==> config.mk <==
export PLATFORM = sky130hd
export DESIGN_NAME = debug_bridge_top
export DESIGN_NICKNAME = d
export VERILOG_FILES = /design/src/debug_bridge_pkg.sv /design/src/uart_rx.sv /design/src/cmd_parser.sv /design/src/mem_stage.sv /design/src/resp_formatter.sv /design/src/uart_tx.sv /design/src/debug_bridge_top.sv
export VERILOG_INCLUDE_DIRS = /design/src
export SDC_FILE = /design/constraint.sdc
export NUM_CORES = 2
export LEC_CHECK = 0
export BUFFER_PORTS_ARGS = -buffer_cell sky130_fd_sc_hd__buf_2
export CAP_MARGIN = 25
export CELL_PAD_IN_SITES_DETAIL_PLACEMENT = 1
export CELL_PAD_IN_SITES_GLOBAL_PLACEMENT = 2
export CORE_UTILIZATION = 30
export DETAILED_ROUTE_END_ITERATION = 10
export GPL_ROUTABILITY_DRIVEN = 0
export PLACE_DENSITY_LB_ADDON = 0.1
export REMOVE_ABC_BUFFERS = 1
export SLEW_MARGIN = 20
export SYNTH_ARGS = -nofsm -noshare
export SYNTH_HDL_FRONTEND = slang
export SYNTH_SLANG_ARGS = --single-unit
==> constraint.sdc <==
create_clock -name clk -period 6.1 [get_ports clk]
set_clock_uncertainty 0.05 [all_clocks]
set_input_delay 0.915 -clock clk [delete_from_list [all_inputs] [get_ports clk]]
set_output_delay 0.915 -clock clk [all_outputs]
set_load 0.02 [all_outputs]
==> src/debug_bridge_consts.svh <==
`ifndef DEBUG_BRIDGE_CONSTS_SVH
`define DEBUG_BRIDGE_CONSTS_SVH

// clock cycles per bit on both serial lines
`define DBG_CLKS_PER_BAUD 33

// number of 16-bit words in the memory
`define DBG_MEM_DEPTH 256

// command and reply letters
`define DBG_ASCII_R 8'h52
`define DBG_ASCII_W 8'h57
`define DBG_ASCII_D 8'h44

// either line ending closes a command
`define DBG_ASCII_CR 8'h0D
`define DBG_ASCII_LF 8'h0A

// bounds of the two hex digit ranges
`define DBG_ASCII_0 8'h30
`define DBG_ASCII_9 8'h39
`define DBG_ASCII_A 8'h41
`define DBG_ASCII_F 8'h46

// D, four digits, CR, LF
`define DBG_REPLY_LEN 7

`endif

==> src/debug_bridge_pkg.sv <==
`include "debug_bridge_consts.svh"

package debug_bridge_pkg;

    typedef logic [7:0] byte_t;
    typedef logic [15:0] word_t;
    typedef logic [15:0] addr_t;
    typedef logic [3:0] nibble_t;

    typedef enum logic [1:0] {PARSE_IDLE, PARSE_READ, PARSE_WRITE} parser_state_e;
    typedef enum logic [1:0] {RX_IDLE, RX_DATA, RX_STOP} rx_state_e;

    // only upper-case letters count as hex
    function automatic logic is_ascii_hex(input byte_t c);
        return ((c >= `DBG_ASCII_0) && (c <= `DBG_ASCII_9)) ||
               ((c >= `DBG_ASCII_A) && (c <= `DBG_ASCII_F));
    endfunction

    function automatic nibble_t from_ascii_hex(input byte_t c);
        byte_t v;
        if (c <= `DBG_ASCII_9) begin
            v = c - `DBG_ASCII_0;
        end else begin
            v = c - `DBG_ASCII_A + 8'd10;
        end
        return v[3:0];
    endfunction

    function automatic byte_t to_ascii_hex(input nibble_t n);
        if (n < 4'd10) begin
            return `DBG_ASCII_0 + {4'h0, n};
        end
        return `DBG_ASCII_A + {4'h0, n} - 8'd10;
    endfunction

endpackage

==> src/uart_rx.sv <==
`timescale 1ns/1ps
`include "debug_bridge_consts.svh"

module uart_rx import debug_bridge_pkg::*; (
    input  logic  clk,
    input  logic  rst_i,
    input  logic  rx_i,
    output byte_t data_o,
    output logic  valid_o
);

    localparam int CPB = `DBG_CLKS_PER_BAUD;
    localparam int CNT_W = $clog2(CPB + CPB / 2);

    // from the start edge to the middle of bit 0
    localparam logic [CNT_W-1:0] FIRST_WAIT = CNT_W'(CPB + CPB / 2 - 1);
    localparam logic [CNT_W-1:0] BIT_WAIT = CNT_W'(CPB - 1);

    logic [1:0] sync_q;
    logic line_s;
    rx_state_e state_q;
    logic [CNT_W-1:0] baud_cnt;
    logic [2:0] bit_cnt;
    logic sample_s;

    // two-flop synchronizer for a line that idles high
    always_ff @(posedge clk) begin
        if (rst_i) begin
            sync_q <= 2'b11;
        end else begin
            sync_q <= {sync_q[0], rx_i};
        end
    end

    assign line_s = sync_q[1];
    assign sample_s = (state_q == RX_DATA) && (baud_cnt == '0);

    always_ff @(posedge clk) begin
        if (rst_i) begin
            state_q <= RX_IDLE;
            baud_cnt <= '0;
            bit_cnt <= '0;
            valid_o <= 1'b0;
        end else begin
            valid_o <= 1'b0;
            case (state_q)
                RX_IDLE: begin
                    if (!line_s) begin
                        state_q <= RX_DATA;
                        baud_cnt <= FIRST_WAIT;
                        bit_cnt <= '0;
                    end
                end
                RX_DATA: begin
                    if (baud_cnt == '0) begin
                        baud_cnt <= BIT_WAIT;
                        bit_cnt <= bit_cnt + 3'd1;
                        if (bit_cnt == 3'd7) begin
                            state_q <= RX_STOP;
                        end
                    end else begin
                        baud_cnt <= baud_cnt - 1'b1;
                    end
                end
                RX_STOP: begin
                    // the stop bit level is not checked
                    if (baud_cnt == '0) begin
                        valid_o <= 1'b1;
                        state_q <= RX_IDLE;
                    end else begin
                        baud_cnt <= baud_cnt - 1'b1;
                    end
                end
                default: state_q <= RX_IDLE;
            endcase
        end
    end

    // lsb arrives first so bits shift in from the top
    always_ff @(posedge clk) begin
        if (sample_s) begin
            data_o <= {line_s, data_o[7:1]};
        end
    end

endmodule

==> src/cmd_parser.sv <==
`timescale 1ns/1ps
`include "debug_bridge_consts.svh"

module cmd_parser import debug_bridge_pkg::*; (
    input  logic  clk,
    input  logic  rst_i,
    input  byte_t data_i,
    input  logic  valid_i,
    output addr_t addr_o,
    output word_t data_o,
    output logic  write_o,
    output logic  valid_o
);

    parser_state_e state_q;
    logic [3:0] digit_cnt;
    logic [31:0] digit_buf;
    logic is_hex_s;
    logic is_eol_s;
    logic emit_rd_s;
    logic emit_wr_s;

    assign is_hex_s = is_ascii_hex(data_i);
    assign is_eol_s = (data_i == `DBG_ASCII_CR) || (data_i == `DBG_ASCII_LF);

    // terminator seen right after the last digit
    assign emit_rd_s = valid_i && (state_q == PARSE_READ) && (digit_cnt == 4'd4) && is_eol_s;
    assign emit_wr_s = valid_i && (state_q == PARSE_WRITE) && (digit_cnt == 4'd8) && is_eol_s;

    always_ff @(posedge clk) begin
        if (rst_i) begin
            state_q <= PARSE_IDLE;
            digit_cnt <= '0;
            valid_o <= 1'b0;
        end else begin
            valid_o <= emit_rd_s || emit_wr_s;
            if (valid_i) begin
                case (state_q)
                    PARSE_IDLE: begin
                        digit_cnt <= '0;
                        if (data_i == `DBG_ASCII_R) begin
                            state_q <= PARSE_READ;
                        end else if (data_i == `DBG_ASCII_W) begin
                            state_q <= PARSE_WRITE;
                        end
                    end
                    PARSE_READ: begin
                        if (digit_cnt == 4'd4) begin
                            state_q <= PARSE_IDLE;
                        end else if (is_hex_s) begin
                            digit_cnt <= digit_cnt + 4'd1;
                        end else begin
                            state_q <= PARSE_IDLE;
                        end
                    end
                    PARSE_WRITE: begin
                        if (digit_cnt == 4'd8) begin
                            state_q <= PARSE_IDLE;
                        end else if (is_hex_s) begin
                            digit_cnt <= digit_cnt + 4'd1;
                        end else begin
                            state_q <= PARSE_IDLE;
                        end
                    end
                    default: state_q <= PARSE_IDLE;
                endcase
            end
        end
    end

    // digits shift in most significant first
    always_ff @(posedge clk) begin
        if (valid_i && (state_q != PARSE_IDLE) && is_hex_s) begin
            digit_buf <= {digit_buf[27:0], from_ascii_hex(data_i)};
        end
    end

    // a read keeps its address in the low four digits
    always_ff @(posedge clk) begin
        if (emit_rd_s) begin
            addr_o <= digit_buf[15:0];
            data_o <= '0;
            write_o <= 1'b0;
        end else if (emit_wr_s) begin
            addr_o <= digit_buf[31:16];
            data_o <= digit_buf[15:0];
            write_o <= 1'b1;
        end
    end

endmodule

==> src/mem_stage.sv <==
`timescale 1ns/1ps
`include "debug_bridge_consts.svh"

module mem_stage import debug_bridge_pkg::*; (
    input  logic  clk,
    input  logic  rst_i,
    input  addr_t addr_i,
    input  word_t data_i,
    input  logic  write_i,
    input  logic  valid_i,
    output word_t rd_data_o,
    output logic  rd_valid_o
);

    localparam int IDX_W = $clog2(`DBG_MEM_DEPTH);

    word_t mem [`DBG_MEM_DEPTH];
    logic [IDX_W-1:0] idx_q;
    word_t ram_q;
    word_t out_q;
    logic in_range_s;
    logic [2:0] valid_pipe;
    logic [2:0] write_pipe;
    logic [2:0] range_pipe;

    assign in_range_s = (addr_i < `DBG_MEM_DEPTH);

    // writes land at once while reads go through idx_q
    always_ff @(posedge clk) begin
        if (valid_i && write_i && in_range_s) begin
            mem[addr_i[IDX_W-1:0]] <= data_i;
        end
        idx_q <= addr_i[IDX_W-1:0];
        ram_q <= mem[idx_q];
        out_q <= ram_q;
    end

    always_ff @(posedge clk) begin
        if (rst_i) begin
            valid_pipe <= '0;
        end else begin
            valid_pipe <= {valid_pipe[1:0], valid_i};
        end
    end

    always_ff @(posedge clk) begin
        write_pipe <= {write_pipe[1:0], write_i};
        range_pipe <= {range_pipe[1:0], in_range_s};
    end

    // out of range reads return zero
    assign rd_data_o = range_pipe[2] ? out_q : '0;
    assign rd_valid_o = valid_pipe[2] && !write_pipe[2];

endmodule

==> src/resp_formatter.sv <==
`timescale 1ns/1ps
`include "debug_bridge_consts.svh"

module resp_formatter import debug_bridge_pkg::*; (
    input  logic  clk,
    input  logic  rst_i,
    input  word_t data_i,
    input  logic  valid_i,
    output byte_t byte_o,
    output logic  start_o,
    input  logic  done_i
);

    localparam logic [2:0] LAST_IDX = 3'(`DBG_REPLY_LEN - 1);

    logic busy_q;
    logic [2:0] idx_q;
    word_t word_q;
    logic last_acc_s;
    logic load_s;

    assign last_acc_s = busy_q && done_i && (idx_q == LAST_IDX);

    // a new word is taken when idle or as the LF goes out
    assign load_s = valid_i && (!busy_q || last_acc_s);

    always_ff @(posedge clk) begin
        if (rst_i) begin
            busy_q <= 1'b0;
            idx_q <= '0;
        end else if (!busy_q) begin
            idx_q <= '0;
            if (valid_i) begin
                busy_q <= 1'b1;
            end
        end else if (done_i) begin
            if (idx_q == LAST_IDX) begin
                idx_q <= '0;
                busy_q <= valid_i;
            end else begin
                idx_q <= idx_q + 3'd1;
            end
        end
    end

    always_ff @(posedge clk) begin
        if (load_s) begin
            word_q <= data_i;
        end
    end

    assign start_o = busy_q;

    // hex digits go out most significant first
    always_comb begin
        case (idx_q)
            3'd0: byte_o = `DBG_ASCII_D;
            3'd1: byte_o = to_ascii_hex(word_q[15:12]);
            3'd2: byte_o = to_ascii_hex(word_q[11:8]);
            3'd3: byte_o = to_ascii_hex(word_q[7:4]);
            3'd4: byte_o = to_ascii_hex(word_q[3:0]);
            3'd5: byte_o = `DBG_ASCII_CR;
            default: byte_o = `DBG_ASCII_LF;
        endcase
    end

endmodule

==> src/uart_tx.sv <==
`timescale 1ns/1ps
`include "debug_bridge_consts.svh"

module uart_tx import debug_bridge_pkg::*; (
    input  logic  clk,
    input  logic  rst_i,
    input  byte_t data_i,
    input  logic  start_i,
    output logic  done_o,
    output logic  tx_o
);

    localparam int CPB = `DBG_CLKS_PER_BAUD;
    localparam int BAUD_W = $clog2(CPB);
    localparam logic [BAUD_W-1:0] BAUD_RELOAD = BAUD_W'(CPB - 1);

    logic [BAUD_W-1:0] baud_cnt;
    logic [3:0] bit_cnt;
    logic [8:0] shift_q;
    logic accept_s;
    logic next_bit_s;

    // byte handshake
    assign accept_s = start_i && done_o;
    assign next_bit_s = !done_o && (baud_cnt == '0) && (bit_cnt != 4'd9);

    always_ff @(posedge clk) begin
        if (rst_i) begin
            done_o <= 1'b1;
            tx_o <= 1'b1;
            baud_cnt <= '0;
            bit_cnt <= '0;
        end else if (accept_s) begin
            // start bit goes out right away
            baud_cnt <= BAUD_RELOAD;
            bit_cnt <= '0;
            done_o <= 1'b0;
            tx_o <= 1'b0;
        end else if (!done_o) begin
            // done rises for the last cycle of the stop bit
            // so a waiting byte follows with no idle gap
            done_o <= (baud_cnt == BAUD_W'(1)) && (bit_cnt == 4'd9);
            if (baud_cnt == '0) begin
                baud_cnt <= BAUD_RELOAD;
            end else begin
                baud_cnt <= baud_cnt - 1'b1;
            end
            if (next_bit_s) begin
                tx_o <= shift_q[0];
                bit_cnt <= bit_cnt + 4'd1;
            end
        end
    end

    // eight data bits then the stop bit
    always_ff @(posedge clk) begin
        if (accept_s) begin
            shift_q <= {1'b1, data_i};
        end else if (next_bit_s) begin
            shift_q <= {1'b1, shift_q[8:1]};
        end
    end

endmodule

==> src/debug_bridge_top.sv <==
`timescale 1ns/1ps

module debug_bridge_top import debug_bridge_pkg::*; (
    input  logic clk,
    input  logic rst_i,
    input  logic rx_i,
    output logic tx_o
);

    byte_t rx_byte;
    logic rx_valid;

    addr_t cmd_addr;
    word_t cmd_data;
    logic cmd_write;
    logic cmd_valid;

    word_t rd_data;
    logic rd_valid;

    byte_t tx_byte;
    logic tx_start;
    logic tx_done;

    uart_rx urx0 (
        .clk     (clk),
        .rst_i   (rst_i),
        .rx_i    (rx_i),
        .data_o  (rx_byte),
        .valid_o (rx_valid)
    );

    cmd_parser parser0 (
        .clk     (clk),
        .rst_i   (rst_i),
        .data_i  (rx_byte),
        .valid_i (rx_valid),
        .addr_o  (cmd_addr),
        .data_o  (cmd_data),
        .write_o (cmd_write),
        .valid_o (cmd_valid)
    );

    mem_stage mem0 (
        .clk        (clk),
        .rst_i      (rst_i),
        .addr_i     (cmd_addr),
        .data_i     (cmd_data),
        .write_i    (cmd_write),
        .valid_i    (cmd_valid),
        .rd_data_o  (rd_data),
        .rd_valid_o (rd_valid)
    );

    // reply path back to the host
    resp_formatter fmt0 (
        .clk     (clk),
        .rst_i   (rst_i),
        .data_i  (rd_data),
        .valid_i (rd_valid),
        .byte_o  (tx_byte),
        .start_o (tx_start),
        .done_i  (tx_done)
    );

    uart_tx utx0 (
        .clk     (clk),
        .rst_i   (rst_i),
        .data_i  (tx_byte),
        .start_i (tx_start),
        .done_o  (tx_done),
        .tx_o    (tx_o)
    );

endmodule

# ---- Yosys cells after proc, flatten, opt, wreduce, memory -nomap -nowiden
# Memories as Yosys holds them, arrays and structs flattened. A register that Yosys moved wholly into a read port is not among the register bits.
# Cells that the tools add are included.
dict set report totals {
  reg_bits 167
  mem_bits_rw 4096
  inputBits 3
  word_cells 198
  mem_count 1
}
# name depth word_bits read_ports rd_ports_with_merged_regs wr line_no
set mem_list {}
lappend mem_list {mem0.mem 256 16 1 1 1 mem_stage.sv:17} ;# word_t mem [`DBG_MEM_DEPTH];
dict set report classes {
  addsub 21
  n_lt_le_gt_ge 9
  eq_ne 29
  n_mux 60
  n_bitwise 3
  n_reduce_logical 48
}
# op count
set op_table {}
lappend op_table {{8-bit 2-to-1 mux} 10}
lappend op_table {{8-bit case mux with 6 select lines} 1}
lappend op_table {{6-bit 2-to-1 mux} 6}
lappend op_table {{7-bit by 4-bit adder with 8-bit output (first input constant)} 4}
lappend op_table {{16-bit 2-to-1 mux} 2}
lappend op_table {{8-bit by 4-bit subtractor with 8-bit output (second input constant)} 4}
lappend op_table {{6-bit by 4-bit adder with 7-bit output (first input constant)} 4}
lappend op_table {{1-bit logical AND} 20}
lappend op_table {{1-bit 2-to-1 mux} 20}
lappend op_table {{2-bit 2-to-1 mux} 9}
lappend op_table {{6-bit case mux with 3 select lines} 1}
lappend op_table {{8-bit by 4-bit == test with 1-bit output (second input constant)} 2}
lappend op_table {{8-bit by 7-bit == test with 1-bit output (second input constant)} 2}
lappend op_table {{16-bit by 9-bit less-than comparator with 1-bit output (second input constant)} 1}
lappend op_table {{4-bit less-than comparator (second input constant)} 4}
lappend op_table {{4-bit 2-to-1 mux} 4}
lappend op_table {{2-bit inequality test (second input constant)} 7}
lappend op_table {{3-bit == test (second input constant)} 4}
lappend op_table {{6-bit logical NOT} 2}
lappend op_table {{2-bit case mux with 3 select lines} 2}
lappend op_table {{4-bit case mux with 3 select lines} 1}
lappend op_table {{6-bit by 1-bit subtractor with 6-bit output (second input constant)} 2}
lappend op_table {{3-bit 2-to-1 mux} 3}
lappend op_table {{4-bit by 1-bit adder with 4-bit output (second input constant)} 2}
lappend op_table {{other kinds (29)} 53}

# ---- Longest topological paths before layout
dict set report logic_depth {
  depth_word 6
  depth_mapped 13
}

# ---- Hierarchy
# A second synthesis with hierarchy kept.
dict set report hier_totals {
  cells_unflattened 8059
  area_unflattened_um2 166300.7
}
# module instances cells_per_inst area_per_inst_um2 seq_area_each_um2
set by_module_without_submodules {}
lappend by_module_without_submodules {mem_stage 1 7489 159832.0 123978.9}
lappend by_module_without_submodules {cmd_parser 1 224 3049.2 1921.8}
lappend by_module_without_submodules {resp_formatter 1 135 1253.7 560.5}
lappend by_module_without_submodules {uart_rx 1 108 1119.8 520.5}
lappend by_module_without_submodules {uart_tx 1 103 1046.0 480.5}

# ---- Worst setup path after synthesis
# No wires, ideal clock.
dict set report synth_timing {
  path_kind {flip-flop to flip-flop}
  start {register urx0.data_o[1]}
  end {register parser0.digit_buf[0], enable pin}
  setup_ns 0.468
  arrival_ns 3.934
  required_ns 5.582
  path_slack_ns 1.648
  stages_incl_launch_ff 7
  path_buffers 0
  path_cell_list {edfxtp_1 -> inv_1 -> ha_1 -> o21bai_1 -> a311oi_1 -> a32oi_1 -> nor3b_1}
}
dict set report synth_via {
  elab_chain_len 4
  elab_cells_between_ends 8
  cone_classes {4 x order compare; 4 x reduce/logical}
}
# item line_no
set synth_lines {}
lappend synth_lines {{from (decl)} uart_rx.sv:8} ;# output byte_t data_o,
lappend synth_lines {{from (signal assigned)} uart_rx.sv:82} ;# data_o <= {line_s, data_o[7:1]};
lappend synth_lines {{8-bit by 6-bit >= comparator with 1-bit output (no line) (tied with other cells)} --}
lappend synth_lines {{1-bit logical AND, on equally long branches} {debug_bridge_pkg.sv:15, debug_bridge_pkg.sv:16}}
lappend synth_lines {{1-bit logical OR *} debug_bridge_pkg.sv:15} ;# return ((c >= `DBG_ASCII_0) && (c <= `DBG_ASCII_9)) ||
lappend synth_lines {{1-bit logical AND *} cmd_parser.sv:73} ;# if (valid_i && (state_q != PARSE_IDLE) && is_hex_s) begin
lappend synth_lines {{to (signal assigned)} cmd_parser.sv:74} ;# digit_buf <= {digit_buf[27:0], from_ascii_hex(data_i)};
lappend synth_lines {{to (decl)} cmd_parser.sv:17} ;# logic [31:0] digit_buf;
# Every way passes the cells marked *; elsewhere a longest branch is shown, timed or not.
# A chain may end at the register's enable or synchronous reset.

==> summary.md <==
| Metric | Value |
|---|---|
| Die span in y | `745 µm` |
| Maximum clock path buffer count | `4` |
| Worst reg2reg path endpoint | `mem0.ram_q[4]` |
| Number of post-CTS setup repair buffers | `0` |
| Post-synthesis mux area share | `14.7%` |
| Site Rows | `272` |
| Clock sinks | `4,279` |
| R2R cell count | `11` |
| Routed via count | `83,287` |
| Data arrival time of the worst path | `5.61 ns` |
| Global route overflow | `0` |
| Critical path data required time | `6.98 ns` |
| Number of buffers created by CTS | `479` |
| Synth top area share | `75.7%` |
| Die outline area | `555,000 µm²` |
| Worst-path clk slew | `0.06 ns` |
| WS Path Type | `register to register` |
| Hold Path Stages | `0` |
| Syn Std Cell Area | `166,000 µm²` |
| Vias per inst | `5.11` |
| Setup slack after layout | `1.37 ns` |
| CORE AREA | `549,000 µm²` |
| Commonest non-fill, non-tap cell in the layout | `edfxtp_1` |
| Crit-path max FO | `65` |
| Total wire length | `545 mm` |
| Reg2reg setup slack | `1.37 ns` |
| Slew @ Worst Pin | `1.25 ns` |
| Placed cell count | `15,382` |
| Fin crit period | `4.73 ns` |
| Status | `finished, final reports clean` |
| Fmax | `0.211 GHz` |
| Syn Area/Cell | `20.6 µm²` |
| Hold_sp | `mem0.write_pipe[1]` |
| Most area-consuming cells after synthesis | `edfxtp_1 76%, mux4_2 11%, mux2i_1 3.3%` |
| Power Density | `313 nW/µm²` |
| Final Hold Fails | `0` |
| Detail Route Antenna Nets | `0` |
| Num ports | `4` |
| Xor/xnor share of the synthesized area | `0.0793%` |
| Final non-filler cell total | `16,308` |
| Yosys top cell by area | `edfxtp_1` |
| H-Tree Depth | `5` |
| RR Startpoint | `mem0.idx_q[0]` |
| Placement Setup Slack | `1.29 ns` |
| Post-layout util | `35.1%` |
| Max IR drop VDD | `258 µV` |
| Pin count of the biggest net entering global routing | `169` |
| Fin nets | `8,642` |
| Max-Slew Margin vs Limit | `17.0%` |
| Slew Limit Fails | `0` |
| Worst Hold Path EP | `mem0.write_pipe[2]` |
| Clock root buffer | `clkbuf_16` |
| Final setup fails | `0` |
| Initial Util | `30.2%` |
| CTS tree | `done` |
| Die X | `745 µm` |
| RSZ-0062 raised after global routing | `no` |
| Sequential-to-total area share from yosys stat | `77.0%` |
| Share of cells above drive strength 1 | `24.8%` |
| Post-synthesis cell count | `8,024` |
| TritonRoute pass-1 iters | `7` |
| Commonest cells after routing, fill and taps aside | `4,176 x edfxtp_1, 799 x mux4_2, 549 x mux2i_1, 491 x buf_4, 479 x clkbuf_16` |
| Yosys warning count | `0` |
| Drt wl/cell | `33.4 µm` |
| Simple-gate share of the synthesized area | `2.73%` |
| DRC Markers | `0` |
| Yosys cell types | `77` |
| Number of global-route vias before repair | `88,518` |
| Compound-Gate Fraction of Synth Area | `3.49%` |
| Port Buffers | `3` |
| Global Route Usage Sum | `19.4%` |
| Post-synthesis register bit count | `4,279` |
| Clock latency on the worst-skew pair | `1.07 ns` |
| Startpoint Class | `register` |
| Syn-to-layout area delta | `16.4%` |
| Synth Area in Adders | `0.204%` |
| Hold Path Class | `register to register` |
| Critical Path End Type | `register` |
| Dpl hpwl | `336 mm` |
| DR iter-0 viols | `6,983` |
| P_leak | `70.7 nW` |
| First-pass GRT wire length | `752 mm` |
| Max-Cap Viols | `0` |
| Main combinational cell family by area after synthesis | `multiplexers` |
| Fraction of the cycle the final worst path needs | `77.6%` |
| Number of flops mapped to enable cells by yosys | `4,176` |
| Main synth FF type | `edfxtp_1` |
| Initial antenna violation count | `38` |
| Async SR Flop Fraction | `0%` |
-- kinds of logic (layout without fill, tap and decap cells) --
kind of cell | after synthesis | after routing
buffers and inverters | 495 | 1497
xor gates and xnor gates | 15 | 15
DFF | 4279 | 4279
adders and majority gates | 27 | 27
and+or+nand+nor | 974 | 974
other | 0 | 21
muxes | 1401 | 1401
AOI/OAI and AO/OA | 833 | 833
-- where the power goes --
part           switching [mW]  internal (mW)  leakage (nW)
registers              0.0139           31.8          49.3
clock network            12.2           16.2          7.49
logic                  0.0674         0.0371          14.0
-- routing by layer --
metal	track usage, %	wire length (µm)	part of all wire [%]	up-vias
li1	-	-	-	34834
met1	26.3	239000	44	46140
met2	33.6	274000	50	1710
met3	2.07	20100	3.7	601
met4	4.00	11700	2.1	2
met5	0	14	0.0026	-
-- cell usage after synthesis (45+ instances only) --
master,instances
edfxtp_1,4176
mux4_2,799
mux2i_1,549
nor2_1,407
nor3_1,193
clkbuf_1,191
a21oi_1,178
o22ai_1,170
nand2_1,151
o221ai_1,140
dfxtp_1,103
buf_2,80
buf_6,71
o21ai_0,67
a22oi_1,49
a221oi_1,47
buf_4,45
-- state kept, by name, indices dropped and copies added, names as in the netlist, 8 cells and up --
register           cells
parser0.data_o        16
mem0.idx_q             8
parser0.digit_buf     32
parser0.addr_o        16
urx0.data_o            8
fmt0.word_q           16
mem0.mem            4096
utx0.shift_q           8
mem0.ram_q            16
mem0.out_q            16
-- layout make-up --
cell class / instances / area [µm²]
diodes: 21 / 52.6
clock buffers: 608 / 12600
clock inverters: 287 / 2820
fillers: 53425 / 356000
inverters: 37 / 151
multi-input cells: 3250 / 35600
flip-flops and latches: 4279 / 128000
well taps: 7261 / 9080
repair buffers: 565 / 5050
-- repair_timing --
action,in CTS,in global routing
hold buffers,1,0
resized for setup,0,0
endpoints found under the hold margin,1,0
-- stage by stage --
| stage | TNS (ns) | hold slack [ns] | power, mW | cell area (µm²) |
|---|---|---|---|---|
| after detailed placement | 0 | 0.266 | 32.5 | 177000 |
| after floorplan | -736.04 | 0.260 | 32.5 | 163000 |
| after CTS | 0 | 0.249 | 61.2 | 193000 |
| after global placement | 0 | 0.265 | 32.5 | 177000 |
| after global routing | 0 | 0.289 | 62.1 | 193000 |
| final | 0 | 0.276 | 60.3 | 193000 |
-- worst max-delay path by stage --
stage	from	end	slack, ns
2_1_floorplan	mem0.idx_q[0]	mem0.ram_q[1]	-47.03
3_3_place_gp	mem0.idx_q[0]	mem0.ram_q[11]	0.36
3_5_place_dp	mem0.idx_q[0]	mem0.ram_q[4]	1.29
4_1_cts	mem0.idx_q[0]	mem0.ram_q[4]	1.26
5_1_grt	mem0.idx_q[0]	mem0.ram_q[4]	1.20
6_report	mem0.idx_q[0]	mem0.ram_q[4]	1.37
-- critical path, cell delays in order (launching register included) --
cell      delay [ns]
dfxtp_4         0.71
buf_16          0.28
buf_12          0.42
mux2i_1         0.19
o221ai_1        0.25
nor3_1          0.20
nor4_1          0.77
buf_4           0.24
nand4_1         0.10
nor3_1          0.66
buf_4           0.26
nor4b_1         0.24
(Power assumes the default switching activity.)
